`src/hw/cart_mapper_params.svh`:
```
`ifndef CART_MAPPER_PARAMS_SVH
`define CART_MAPPER_PARAMS_SVH

// CPU side address bus
`define CPU_ADDR_W 16

// One bank register, also the CPU data byte
`define BANK_W 8

// Flat ROM byte address, 8K bank granularity
`define ROM_ADDR_W (`BANK_W + 13)

// Region 4 bank value that maps the sound chip window
`define SCC_BANK 8'h3F

// Bank slot k comes out of reset on bank k, ROM looks linear
`define RESET_BANK(idx) (`BANK_W'(idx))

`endif

```
`src/hw/cart_mapper_pkg.sv`:
```
`default_nettype none

`include "cart_mapper_params.svh"

package cart_mapper_pkg;

    // Mapper selected for the block
    typedef enum logic [2:0] {
        map_linear,
        map_ascii8,
        map_ascii16,
        map_konami,
        map_konami_scc
    } mapper_type_e;

    typedef struct packed {
        mapper_type_e mapper;
        logic         enable;     // Cartridge present in slot
    } block_cfg_t;

    // 16K page view, ASCII16 and linear
    typedef struct packed {
        logic [1:0]               page;
        logic [`CPU_ADDR_W-3:0]   offset;
    } cpu_page_t;

    // 8K region view, ASCII8 and Konami
    typedef struct packed {
        logic [2:0]               region;
        logic [`CPU_ADDR_W-4:0]   offset;
    } cpu_region_t;

    typedef union packed {
        cpu_page_t   pg;
        cpu_region_t rg;
    } cpu_addr_u;

    typedef struct packed {
        cpu_addr_u  addr;
        logic [7:0] data;
        logic       rnw;          // 1 = read
    } cpu_req_t;

    typedef struct packed {
        logic [`ROM_ADDR_W-1:0] addr;
        logic                   rom_cs;
        logic                   scc_cs;
    } mem_req_t;

    // Neutral output, address ANDed and selects ORed across mappers
    localparam mem_req_t MEM_IDLE = '{addr: '1, rom_cs: 1'b0, scc_cs: 1'b0};

endpackage

`default_nettype wire

```
`src/hw/cart_req_capture.sv`:
```
`default_nettype none

module cart_req_capture (
    input  wire logic                    clk,
    input  wire logic                    arst_n,
    input  wire logic                    req,        // Four-phase request from host
    input  wire cart_mapper_pkg::cpu_req_t cpu_req,  // Stable while req high
    input  wire logic                    map_valid,  // Mapper stage result ready
    output logic                         ack,
    output logic                         cap_valid,  // One-cycle pulse
    output cart_mapper_pkg::cpu_req_t    cap_req
);

    logic req_q;     // req seen at last edge
    logic busy_q;    // Access in flight until req drops
    logic start;
    logic release_ack;

    // Rising req while idle starts one access
    assign start       = req & ~req_q & ~busy_q;
    assign release_ack = ack & ~req;     // Host has dropped req

    always_ff @(posedge clk or negedge arst_n) begin
        if (!arst_n) begin
            req_q     <= 1'b0;
            busy_q    <= 1'b0;
            cap_valid <= 1'b0;
            ack       <= 1'b0;
        end else begin
            req_q     <= req;
            cap_valid <= start;
            if (start) begin
                busy_q <= 1'b1;
            end else if (release_ack) begin
                busy_q <= 1'b0;   // Idle again until the next req edge
            end
            if (map_valid) begin
                ack <= 1'b1;      // Two edges after req sampled
            end else if (release_ack) begin
                ack <= 1'b0;
            end
        end
    end

    // Request payload held for the mapper stage
    always_ff @(posedge clk) begin
        if (start) begin
            cap_req <= cpu_req;
        end
    end

endmodule

`default_nettype wire

```
`src/hw/mapper_ascii.sv`:
```
`default_nettype none

`include "cart_mapper_params.svh"

module mapper_ascii #(
    parameter bit REGION_13 = 1'b1        // 1: ASCII8 8K regions, 0: ASCII16 16K pages
) (
    input  wire logic                      clk,
    input  wire logic                      arst_n,
    input  wire logic                      active,     // This mapper selected and enabled
    input  wire logic                      req_valid,
    input  wire cart_mapper_pkg::cpu_req_t req,
    output cart_mapper_pkg::mem_req_t      out
);

    import cart_mapper_pkg::*;

    localparam int NUM_BANKS = REGION_13 ? 4 : 2;
    localparam int IDX_W     = REGION_13 ? 2 : 1;

    logic [`BANK_W-1:0] bank_q [NUM_BANKS];
    logic               in_range;
    logic               wr_hit;
    logic [IDX_W-1:0]   wr_idx;
    logic [IDX_W-1:0]   rd_idx;
    logic [`BANK_W-1:0] rd_bank;

    // Pages 1 and 2 only, 0x4000-0xBFFF
    assign in_range = (req.addr.pg.page == 2'd1) || (req.addr.pg.page == 2'd2);

    // Register window 0x6000-0x7FFF
    // ASCII16 decodes only the lower 2K of each 4K half
    assign wr_hit = !req.rnw && (req.addr.rg.region == 3'b011)
                    && (REGION_13 || !req.addr.rg.offset[11]);
    assign wr_idx = req.addr.rg.offset[12 -: IDX_W];   // A12:A11 or A12

    // Slot 0 is region 2 or page 1
    assign rd_idx  = REGION_13 ? IDX_W'(req.addr.rg.region - 3'd2)
                               : IDX_W'(req.addr.pg.page - 2'd1);
    assign rd_bank = bank_q[rd_idx];

    always_ff @(posedge clk or negedge arst_n) begin
        if (!arst_n) begin
            for (int i = 0; i < NUM_BANKS; i++) begin
                bank_q[i] <= `RESET_BANK(i);
            end
        end else if (active && req_valid && wr_hit) begin
            bank_q[wr_idx] <= req.data;    // Bank number from data byte
        end
    end

    always_comb begin
        out = MEM_IDLE;                    // Inactive or write
        if (active && req.rnw && in_range) begin
            out.rom_cs = 1'b1;
            // ASCII16 drops the bank MSB, 16K banks fill 21 bits with 7
            out.addr = REGION_13 ? {rd_bank, req.addr.rg.offset}
                                 : {rd_bank[`BANK_W-2:0], req.addr.pg.offset};
        end
    end

endmodule

`default_nettype wire

```
`src/hw/mapper_konami.sv`:
```
`default_nettype none

`include "cart_mapper_params.svh"

module mapper_konami #(
    parameter bit WITH_SCC = 1'b0         // 1: SCC write layout and sound window
) (
    input  wire logic                      clk,
    input  wire logic                      arst_n,
    input  wire logic                      active,
    input  wire logic                      req_valid,
    input  wire cart_mapper_pkg::cpu_req_t req,
    output cart_mapper_pkg::mem_req_t      out
);

    import cart_mapper_pkg::*;

    logic [`BANK_W-1:0] bank_q [4];       // Regions 2 to 5
    logic [2:0]         region;
    logic [1:0]         idx;
    logic               in_range;
    logic               wr_sel;
    logic               wr_hit;
    logic               scc_hit;

    assign region   = req.addr.rg.region;
    assign idx      = 2'(region - 3'd2);
    assign in_range = (region >= 3'd2) && (region <= 3'd5);

    // SCC: 0x5000, 0x7000, 0x9000, 0xB000, 2K windows each
    // Plain: whole region 3 to 5, region 2 has no register
    assign wr_sel = WITH_SCC ? (req.addr.rg.offset[12:11] == 2'b10)
                             : (region != 3'd2);
    assign wr_hit = !req.rnw && in_range && wr_sel;

    // 0x9800-0x9FFF with region 4 on the SCC bank
    assign scc_hit = WITH_SCC && (region == 3'd4)
                     && (req.addr.rg.offset[12:11] == 2'b11)
                     && (bank_q[2] == `SCC_BANK);

    always_ff @(posedge clk or negedge arst_n) begin
        if (!arst_n) begin
            for (int i = 0; i < 4; i++) begin
                bank_q[i] <= `RESET_BANK(i);    // Plain slot 0 stays 0
            end
        end else if (active && req_valid && wr_hit) begin
            bank_q[idx] <= req.data;
        end
    end

    always_comb begin
        out = MEM_IDLE;
        if (active && req.rnw && in_range) begin
            if (scc_hit) begin
                out.scc_cs = 1'b1;              // Sound chip instead of ROM
            end else begin
                out.rom_cs = 1'b1;
                out.addr   = {bank_q[idx], req.addr.rg.offset};
            end
        end
    end

endmodule

`default_nettype wire

```
`src/hw/cart_mappers.sv`:
```
`default_nettype none

`include "cart_mapper_params.svh"

module cart_mappers (
    input  wire logic                      clk,
    input  wire logic                      arst_n,
    input  wire cart_mapper_pkg::block_cfg_t cfg,   // Static between resets
    input  wire logic                      cap_valid,
    input  wire cart_mapper_pkg::cpu_req_t cap_req,
    output logic                           map_valid,
    output cart_mapper_pkg::mem_req_t      mem
);

    import cart_mapper_pkg::*;

    logic act_lin, act_a8, act_a16, act_kon, act_scc;   // One-hot or all low when disabled
    logic                   lin_range;
    logic [`CPU_ADDR_W-1:0] lin_off;
    mem_req_t lin_out, a8_out, a16_out, kon_out, scc_out;
    mem_req_t map_comb;

    assign act_lin = cfg.enable && (cfg.mapper == map_linear);
    assign act_a8  = cfg.enable && (cfg.mapper == map_ascii8);
    assign act_a16 = cfg.enable && (cfg.mapper == map_ascii16);
    assign act_kon = cfg.enable && (cfg.mapper == map_konami);
    assign act_scc = cfg.enable && (cfg.mapper == map_konami_scc);

    // Linear ROM starts at CPU address 0x4000
    assign lin_range = (cap_req.addr.pg.page == 2'd1) || (cap_req.addr.pg.page == 2'd2);
    assign lin_off   = cap_req.addr - 16'h4000;

    always_comb begin
        lin_out = MEM_IDLE;
        if (act_lin && cap_req.rnw && lin_range) begin
            lin_out.rom_cs = 1'b1;
            lin_out.addr   = `ROM_ADDR_W'(lin_off);
        end
    end

    mapper_ascii #(.REGION_13(1'b1)) mapper_ascii8_i (
        .clk, .arst_n, .active(act_a8), .req_valid(cap_valid), .req(cap_req), .out(a8_out)
    );

    mapper_ascii #(.REGION_13(1'b0)) mapper_ascii16_i (
        .clk, .arst_n, .active(act_a16), .req_valid(cap_valid), .req(cap_req), .out(a16_out)
    );

    mapper_konami #(.WITH_SCC(1'b0)) mapper_konami_i (
        .clk, .arst_n, .active(act_kon), .req_valid(cap_valid), .req(cap_req), .out(kon_out)
    );

    mapper_konami #(.WITH_SCC(1'b1)) mapper_konami_scc_i (
        .clk, .arst_n, .active(act_scc), .req_valid(cap_valid), .req(cap_req), .out(scc_out)
    );

    // Inactive blocks are neutral
    assign map_comb.addr   = lin_out.addr & a8_out.addr & a16_out.addr
                             & kon_out.addr & scc_out.addr;
    assign map_comb.rom_cs = lin_out.rom_cs | a8_out.rom_cs | a16_out.rom_cs
                             | kon_out.rom_cs | scc_out.rom_cs;
    assign map_comb.scc_cs = lin_out.scc_cs | a8_out.scc_cs | a16_out.scc_cs
                             | kon_out.scc_cs | scc_out.scc_cs;

    always_ff @(posedge clk or negedge arst_n) begin
        if (!arst_n) begin
            map_valid <= 1'b0;
            mem       <= MEM_IDLE;
        end else begin
            map_valid <= cap_valid;     // One cycle behind capture
            if (cap_valid) begin
                mem <= map_comb;        // Held until next access
            end
        end
    end

endmodule

`default_nettype wire

```
`src/hw/cart_mapper_top.sv`:
```
`default_nettype none

module cart_mapper_top (
    input  wire logic                        clk,
    input  wire logic                        arst_n,
    input  wire cart_mapper_pkg::block_cfg_t cfg,
    input  wire logic                        req,
    input  wire cart_mapper_pkg::cpu_req_t   cpu_req,
    output logic                             ack,
    output cart_mapper_pkg::mem_req_t        mem
);

    import cart_mapper_pkg::*;

    // Capture to mapper stage
    logic     cap_valid;
    cpu_req_t cap_req;
    logic     map_valid;    // Back to capture, raises ack

    cart_req_capture cart_req_capture_i (
        .clk       (clk),
        .arst_n    (arst_n),
        .req       (req),
        .cpu_req   (cpu_req),
        .map_valid (map_valid),
        .ack       (ack),
        .cap_valid (cap_valid),
        .cap_req   (cap_req)
    );

    cart_mappers cart_mappers_i (
        .clk       (clk),
        .arst_n    (arst_n),
        .cfg       (cfg),
        .cap_valid (cap_valid),
        .cap_req   (cap_req),
        .map_valid (map_valid),
        .mem       (mem)          // Stable while ack high
    );

endmodule

`default_nettype wire

```
`config.mk`:
```
export PLATFORM = sky130hd
export DESIGN_NAME = cart_mapper_top
export DESIGN_NICKNAME = d
export VERILOG_FILES = /design/src/hw/cart_mapper_pkg.sv /design/src/hw/cart_req_capture.sv /design/src/hw/mapper_ascii.sv /design/src/hw/mapper_konami.sv /design/src/hw/cart_mappers.sv /design/src/hw/cart_mapper_top.sv
export VERILOG_INCLUDE_DIRS = /design/src /design/src/hw
export SDC_FILE = /design/constraint.sdc
export NUM_CORES = 1
export LEC_CHECK = 0
export BUFFER_PORTS_ARGS = -buffer_cell sky130_fd_sc_hd__buf_2
export CAP_MARGIN = 20
export CORE_MARGIN = 4
export CORE_UTILIZATION = 36
export CTS_CLUSTER_DIAMETER = 100
export DETAILED_ROUTE_END_ITERATION = 7
export HOLD_SLACK_MARGIN = 0.03
export PLACE_DENSITY = 0.52
export SETUP_SLACK_MARGIN = 0.5
export SYNTH_ARGS = -nofsm -noshare
export SYNTH_HDL_FRONTEND = slang
export SYNTH_SLANG_ARGS = --single-unit
```
`constraint.sdc`:
```
create_clock -name clk -period 3.6 [get_ports clk]
set_input_delay 0.18 -clock clk [delete_from_list [all_inputs] [get_ports clk]]
set_output_delay 0.18 -clock clk [all_outputs]
set_load 0.1 [all_outputs]
```
==> key figures, run 1 <==
Timing
  – Fin. Hold Viols: 0
  – Fmax: 373 MHz
  – Worst Clk Skew: 0.0137 ns
  – Post-route clock period utilization: 0.744
  – RSZ-0062 raised after global routing: no
  – Setup TNS: 0 ns
  – Final Max Tran Viols: 0
  – PnR worst setup slack: 0.920 ns
  – Min Tclk post-route: 2.68 ns
  – Worst-Margin Slew: 0.969 ns
  – Final Setup Violations: 0
  – Rel. slew slack: 0.354

Route
  – Avg Vias per Cell: just over 5
  – DRT Pass-1 Iters: 4
  – Detailed-route wire length: 16400 um
  – DRC viols: 0
  – Vias: 4284
  – WL per Instance: 19.5 um
  – DR iter-0 viols: 183
  – DRT antenna net count: 0

Worst setup path
  – Crit end category: flip-flop
  – Kind of critical path: flip-flop to flip-flop
  – Launching point of the worst reg2reg path: cart_req_capture_i.cap_req[22]
  – R2r endpoint: cart_mappers_i.mem[1]
  – CP startpoint kind: flip-flop
  – Data arrival, critical path: 2.98 ns
  – R2R cell count: 6
  – Worst setup endpoint: cart_mappers_i.mem[1]
  – Worst-path fanout max: 22
  – Flop2flop setup slack: 0.92 ns
  – CP startpoint: cart_req_capture_i.cap_req[22]
  – WP data required: 3.90 ns

Layout
  – Layout cells sized above 1: 0.488
  – Final #Nets: 598
  – Ant. Diodes: 0
  – Layout area overhead: 18.7%
  – Layout Cells excl Fill: 841

Place
  – HPWL after detailed placement: about 11000 um
  – RePlAce Congestion: 0.772
  – Placed Cells: 782
  – IO Port Bufs: between 50 and 60
  – Pre-CTS WS: roughly 0.90 ns

Yosys
  – Seq/Total Area, Yosys: 0.583
  – Post-synthesis register bit count: 163
  – Ys flop type: dfrtp_1
  – Cells after Synth: 487
  – Yosys cell types: 54
  – Leading area contributor after synthesis: dfrtp_1
  – Synth Cell Area: 7280 sq um
  – Async S/R FF share, synth: 0.847
  – Post-synth EDFFs: 25
  – Ys Warns: 0
  – Most frequent cell after synthesis: dfrtp_1
  – Post-synth top cells: 104 x dfrtp_1, 103 x mux2_2, 34 x dfstp_2, 32 x nor2_1
  – Syn nets: 522
  – Largest cells by area after synthesis: dfrtp_1 36%, mux2_2 16%, dfstp_2 12%
  – Share of the synthesized area in the top cell type: 0.358
  – Syn_area_per_cell: ~15 sq um

Global route
  – Met1 Use GR: 0.211
  – Antenna violations before repair: 0
  – Largest net degree at the start of global routing: 104
  – Overall routing resource usage: 0.154
  – Grt ovf: 0
  – Grt peak-use layer: met2
  – Vias in the first global route: 4550
  – Global-route wire length before repair: roughly 26000 um
  – M3 GR Usage: 0.0421
  – M2 GR Usage: 0.248

Clocking
  – Clock tree from TritonCTS: built
  – TritonCTS buffer count: 17
  – Clk_lat worst skew: approximately 0.43 ns
  – H-tree depth: 4
  – Max clock buf depth: 2
  – Post-CTS Setup Inserts: 0
  – Clock-pin slew on the worst setup and hold paths: 0.06 ns
  – # clock sinks: 163
  – Root Driver: clkbuf_16
  – # resized after CTS: 0
  – Hold-fix buffers at CTS: 27

Pwr
  – Pwr dens: 516 nW/um^2
  – P_leak: 3.99 nW
  – Total power: 4.46 mW
  – Maximum VDD drop: 0.000455 V

Die
  – Die Height: 150 um
  – FP Rows: 51
  – Die area: 22600 sq um
  – Core Region: 19700 sq um
  – Die width: 150 um
  – Initial Utilization: 0.370
  – IO Count: 56

Worst hold path
  – Hold_sp: cfg[3]
  – HP Class: input pin to flip-flop

Job
  – Max-Cap Viols: 0

Run status
  – Outcome: finished, final reports clean
==> cell families (layout without fill, tap and decap cells) <==
kind of cell | count (synthesis) | in the layout | share of synthesized area
buffers and inverters | 58 | 147 | 0.0373
AND/OR/NAND/NOR | 84 | 84 | 0.0763
multiplexers | 141 | 141 | 0.258
AO/OA/AOI/OAI | 38 | 38 | 0.0394
adder cells (fa/ha/maj) | 3 | 3 | 0.00516
flip-flops | 163 | 163 | 0.583
==> sequential cells by signal, indices dropped and copies added (netlist names), 14 cells and up <==
signal                                     count
cart_mappers_i.mapper_konami_scc_i.bank_q     32
cart_mappers_i.mapper_konami_i.bank_q         32
cart_mappers_i.mapper_ascii16_i.bank_q        14
cart_req_capture_i.cap_req                    25
cart_mappers_i.mem                            23
cart_mappers_i.mapper_ascii8_i.bank_q         32
==> stage by stage <==
step / util / instance area (sq um) / hold slack (ns)
after floorplan: - / 7280 / -0.116
after global placement: 0.396 / 7790 / 0.326
after detailed placement: 0.396 / 7790 / 0.343
after CTS: 0.440 / 8640 / 0.157
after global routing: 0.440 / 8640 / 0.200
final: 0.440 / 8640 / 0.179
==> worst max-delay path: stages (launching register included) <==
cell and delay, ns:
edfxtp_1 0.52, buf_4 0.31, nand4bb_1 0.22, nor4_1 0.37
or3b_1 0.40, nand4_2 0.35, mux2_2 0.38
==> power breakdown <==
part	switching [mW]	leakage, nW	total [mW]	internal [mW]
clock	0.765	0.288	1.79	1.03
sequential	0.0594	2.03	2.04	1.98
combinational	0.491	1.68	0.624	0.132
total	1.32	3.99	4.46	3.14
==> worst min path at each step <==
| stage | to | cells past startpoint |
|---|---|---|
| floorplan | cart_mappers_i.map_valid | 0 |
| global placement | cart_req_capture_i.req_q | 1 |
| detailed placement | cart_req_capture_i.req_q | 1 |
| CTS | cart_mappers_i.mem[0] | 5 |
| global route | cart_mappers_i.mem[0] | 5 |
| finish | cart_mappers_i.mem[0] | 5 |
==> area by class of cell <==
type,instances,area (sq um)
clock buffers,17,425
clock inverters,15,155
fillers,1841,11000
inverters,25,93.8
multi-input cells,266,2770
flip-flops and latches,163,4250
well taps,265,332
repair buffers,90,624
==> layer usage <==
layer,share of wire,wire length (um)
met1,0.47,7630
met2,0.48,7870
met3,0.044,724
met4,0.0095,155
met5,0,0
==> placed cells by master (no fill, tap or decap), drive strengths merged, types with 2 or more instances in the layout <==
cell type | netlist | layout
mux2 | 111 | 111
dfrtp | 104 | 104
buf | 14 | 63
dfstp | 34 | 34
nor2 | 34 | 34
inv | 25 | 30
dlygate4sd3 | 0 | 27
edfxtp | 25 | 25
mux4 | 24 | 24
clkbuf | 19 | 17
a31oi | 12 | 12
nor2b | 8 | 8
o221ai | 8 | 8
o32ai | 8 | 8
nand2 | 7 | 7
clkinv | 0 | 7
mux2i | 6 | 6
nand4 | 4 | 4
nand4b | 4 | 4
nand3 | 3 | 3
a21oi | 3 | 3
ha | 3 | 3
or3 | 3 | 3
nor3 | 3 | 3
nor4 | 2 | 2
and4b | 2 | 2
bufinv | 0 | 2
nor3b | 2 | 2
nand2b | 2 | 2
or3b | 2 | 2
nor4b | 2 | 2
(Power assumes the default switching activity.)
==> run 2, diff against run 1 <==
--- a/config.mk
+++ b/config.mk
@@ -6,6 +6,7 @@
 export SDC_FILE = /design/constraint.sdc
 export NUM_CORES = 1
 export LEC_CHECK = 0
+export ABC_AREA = 1
 export BUFFER_PORTS_ARGS = -buffer_cell sky130_fd_sc_hd__buf_2
 export CAP_MARGIN = 20
 export CORE_MARGIN = 4
@@ -13,7 +14,7 @@
 export CTS_CLUSTER_DIAMETER = 100
 export DETAILED_ROUTE_END_ITERATION = 7
 export HOLD_SLACK_MARGIN = 0.03
-export PLACE_DENSITY = 0.52
+export PLACE_DENSITY = 0.54
 export SETUP_SLACK_MARGIN = 0.5
 export SYNTH_ARGS = -nofsm -noshare
 export SYNTH_HDL_FRONTEND = slang
==> constraint.sdc (replaced) <==
create_clock -name clk -period 2.3 [get_ports clk]
set_input_delay 0.115 -clock clk [delete_from_list [all_inputs] [get_ports clk]]
set_output_delay 0.115 -clock clk [all_outputs]
set_load 0.1 [all_outputs]
==> run 2 against run 1 <==
Compared with the run above:
- clock skew is 0.0019 ns lower
- sequential power is 58% higher
- first-iteration DRC count grew to 2.5 times the previous value
- sequential share of layout area is 6.7 points lower
- combinational power is 120% higher
- via count is 54% higher
- critical endpoint is now cart_mappers_i.mem[22]
- largest cell class unchanged
==> key figures, run 2 <==
Worst setup path
  – WP data required: 2.68 ns
  – Data arrival, critical path: around 2.3 ns
  – Delay-heaviest family, CP: simple AND/OR/NAND/NOR gates
  – Crit end category: flip-flop
  – Slowest stage delay, CP: 0.51 ns
  – Cell Chain, Critical Path: buf_6 -> buf_6 -> nor2_4 -> nand2_1 -> nor2_2 -> nand3_2 -> buf_8 -> nand3_1 -> nand3_2 -> nand2_1
  – Kind of critical path: flip-flop to flip-flop
  – Crit path max-delay cell type: edfxtp_1
  – WP buf/inv: 3
  – CP startpoint kind: flip-flop
  – Worst-path fanout max: 8

Route
  – DR iter-0 viols: 458
  – Avg Vias per Cell: ~5.1
  – Vias: 6591
  – Detailed-route wire length: about 23000 um
  – DRC viols: 0
  – DRT Pass-1 Iters: 5
  – WL per Instance: 17.6 um
  – DRT antenna net count: 0

Timing
  – Setup TNS: 0 ns
  – Worst Clk Skew: 0.0117 ns
  – Fin. Hold Viols: 0
  – Fmax: around 520 MHz
  – Final Setup Violations: 0
  – Final Max Tran Viols: 0
  – Post-route clock period utilization: 0.834
  – Worst-Margin Slew: 0.708 ns
  – RSZ-0062 raised after global routing: yes
  – Min Tclk post-route: 1.92 ns
  – Rel. slew slack: 0.526

Global route
  – Antenna violations before repair: 0
  – Grt ovf: 0
  – Vias in the first global route: ~6400
  – Overall routing resource usage: 0.200
  – Largest net degree at the start of global routing: 61
  – Global-route wire length before repair: 35300 um

Clocking
  – Max clock buf depth: 2
  – Root Driver: clkbuf_16
  – H-tree depth: 4
  – # clock sinks: 163
  – Clk_lat worst skew: 0.44 ns
  – Clock-pin slew on the worst setup and hold paths: 0.07 ns
  – Clock tree from TritonCTS: built
  – TritonCTS buffer count: 17

Layout
  – Commonest cells after routing, fill and taps aside: 345 x nand2_1, 104 x dfrtp_1, 60 x nand3_1
  – Layout area overhead: 34.5%
  – Layout Utilization: 0.493
  – Final #Nets: 1057
  – Ant. Diodes: 0
  – Layout Cells excl Fill: between 1000 and 1500
  – Most common cell after layout, fill and taps aside: nand2_1
  – Largest regs: cart_mappers_i.mapper_ascii8_i.bank_q: 32 flops, cart_mappers_i.mapper_konami_i.bank_q: 32 flops, cart_mappers_i.mapper_konami_scc_i.bank_q: 32 flops
  – Layout cells sized above 1: 0.279

Die
  – Die Height: 152 um
  – Initial Utilization: 0.366
  – IO Count: 56
  – Core Region: 20300 sq um
  – Die area: 23000 sq um
  – FP Rows: 52
  – Die width: 152 um

Place
  – IO Port Bufs: 55
  – RePlAce Congestion: 0.812
  – HPWL after detailed placement: 14200 um
  – Placed Cells: 1206

Yosys
  – Syn_area_per_cell: about 8.3 sq um
  – Post-synth EDFFs: 25
  – Ys flop type: dfrtp_1
  – Post-synth top cells: 388 x nand2_1, 104 x dfrtp_1, 80 x o21ai_0, 72 x nand3_1, 45 x nor2_1
  – Syn nets: between 900 and 1000
  – Post-synthesis register bit count: 163
  – Leading area contributor after synthesis: dfrtp_1
  – Most frequent cell after synthesis: nand2_1
  – Seq/Total Area, Yosys: 0.571
  – Async S/R FF share, synth: 0.847
  – Synth Cell Area: 7440 sq um
  – Cells after Synth: 893
  – Yosys cell types: 30
  – Share of the synthesized area in the top cell type: 0.350
  – Ys Warns: 0
  – Largest cells by area after synthesis: dfrtp_1 35%, nand2_1 20%, dfstp_2 12%

Pwr
  – Pwr dens: 738 nW/um^2
  – P_leak: 4.59 nW
  – Maximum VDD drop: 0.000406 V

Run status
  – Outcome: finished, final reports clean

Job
  – Max-Cap Viols: 0

Worst hold path
  – HP Class: input pin to flip-flop
## run 2: cell families after synthesis
family,count (synthesis),share of synthesized area
AND/OR/NAND/NOR,541,0.302
flip-flops,163,0.571
AO/OA/AOI/OAI,105,0.0779
buffers and inverters,81,0.0439
adder cells (fa/ha/maj),3,0.00505
## run 2: path summary, 6_finish.rpt
kind / start / to / slack, ns / cells after the start
worst min-delay path: cfg[3] / cart_mappers_i.mem[4] / 0.19 / 5
min in group asynchronous: arst_n / cart_mappers_i.mapper_ascii8_i.bank_q[12] / 0.24 / 2
worst max register to register: cart_req_capture_i.cap_req[23] / cart_mappers_i.mem[22] / 0.38 / 10
worst max-delay path: cart_req_capture_i.cap_req[23] / cart_mappers_i.mem[22] / 0.38 / 10
worst min register to register: cart_mappers_i.map_valid / cart_req_capture_i.ack / 0.43 / 1
max in group asynchronous: arst_n / cart_mappers_i.mapper_konami_i.bank_q[1] / 1.30 / 3
## run 2: per-stage QoR
step	hold slack [ns]	cell area (sq um)	setup slack, ns	power (mW)
floorplan	-0.181	7560	0.432	4.25
global placement	0.151	8200	0.246	4.53
detailed placement	0.150	8200	0.188	4.53
CTS	0.170	9340	0.459	7.41
global route	0.205	10000	0.299	7.67
finish	0.192	10000	0.382	7.38
## run 2: final cells by class
class / instances / area [sq um]
sequential: 163 / 4250
tap: 270 / 338
fill: 1980 / 10300
multi-input combinational: 657 / 3410
clock buffer: 17 / 425
clock inverter: 15 / 158
inverter: 40 / 169
timing repair buffer: 143 / 1260
## run 2: routing by layer
layer	wire [um]	up-vias	track usage
met5	0	-	0
met4	366	0	0.0481
met3	1240	36	0.0405
met2	10700	184	0.307
met1	10700	3172	0.292
li1	-	3199	-
## run 2: what timing repair did
item                                    4_1_cts  5_1_grt
gates resized for setup                      36      136
cloned                                        5        7
pin swaps                                    10       47
setup buffers                                 9       19
hold buffers                                 27        0
hold endpoints to repair                     69        0
endpoints found under the setup margin      128      133
## run 2: worst reg2reg max path, cell delays in order, from the launching register on
cell	delay (ns)
edfxtp_1	0.51
buf_6	0.18
buf_6	0.11
nor2_4	0.12
nand2_1	0.09
nor2_2	0.18
nand3_2	0.17
buf_8	0.19
nand3_1	0.13
nand3_2	0.10
nand2_1	0.07
## run 2: where the power goes
part / switching, mW / total [mW] / internal [mW]
combinational: 1.11 / 1.35 / 0.242
clock: 1.36 / 2.82 / 1.45
sequential: 0.0848 / 3.22 / 3.13
total: 2.55 / 7.38 / 4.83
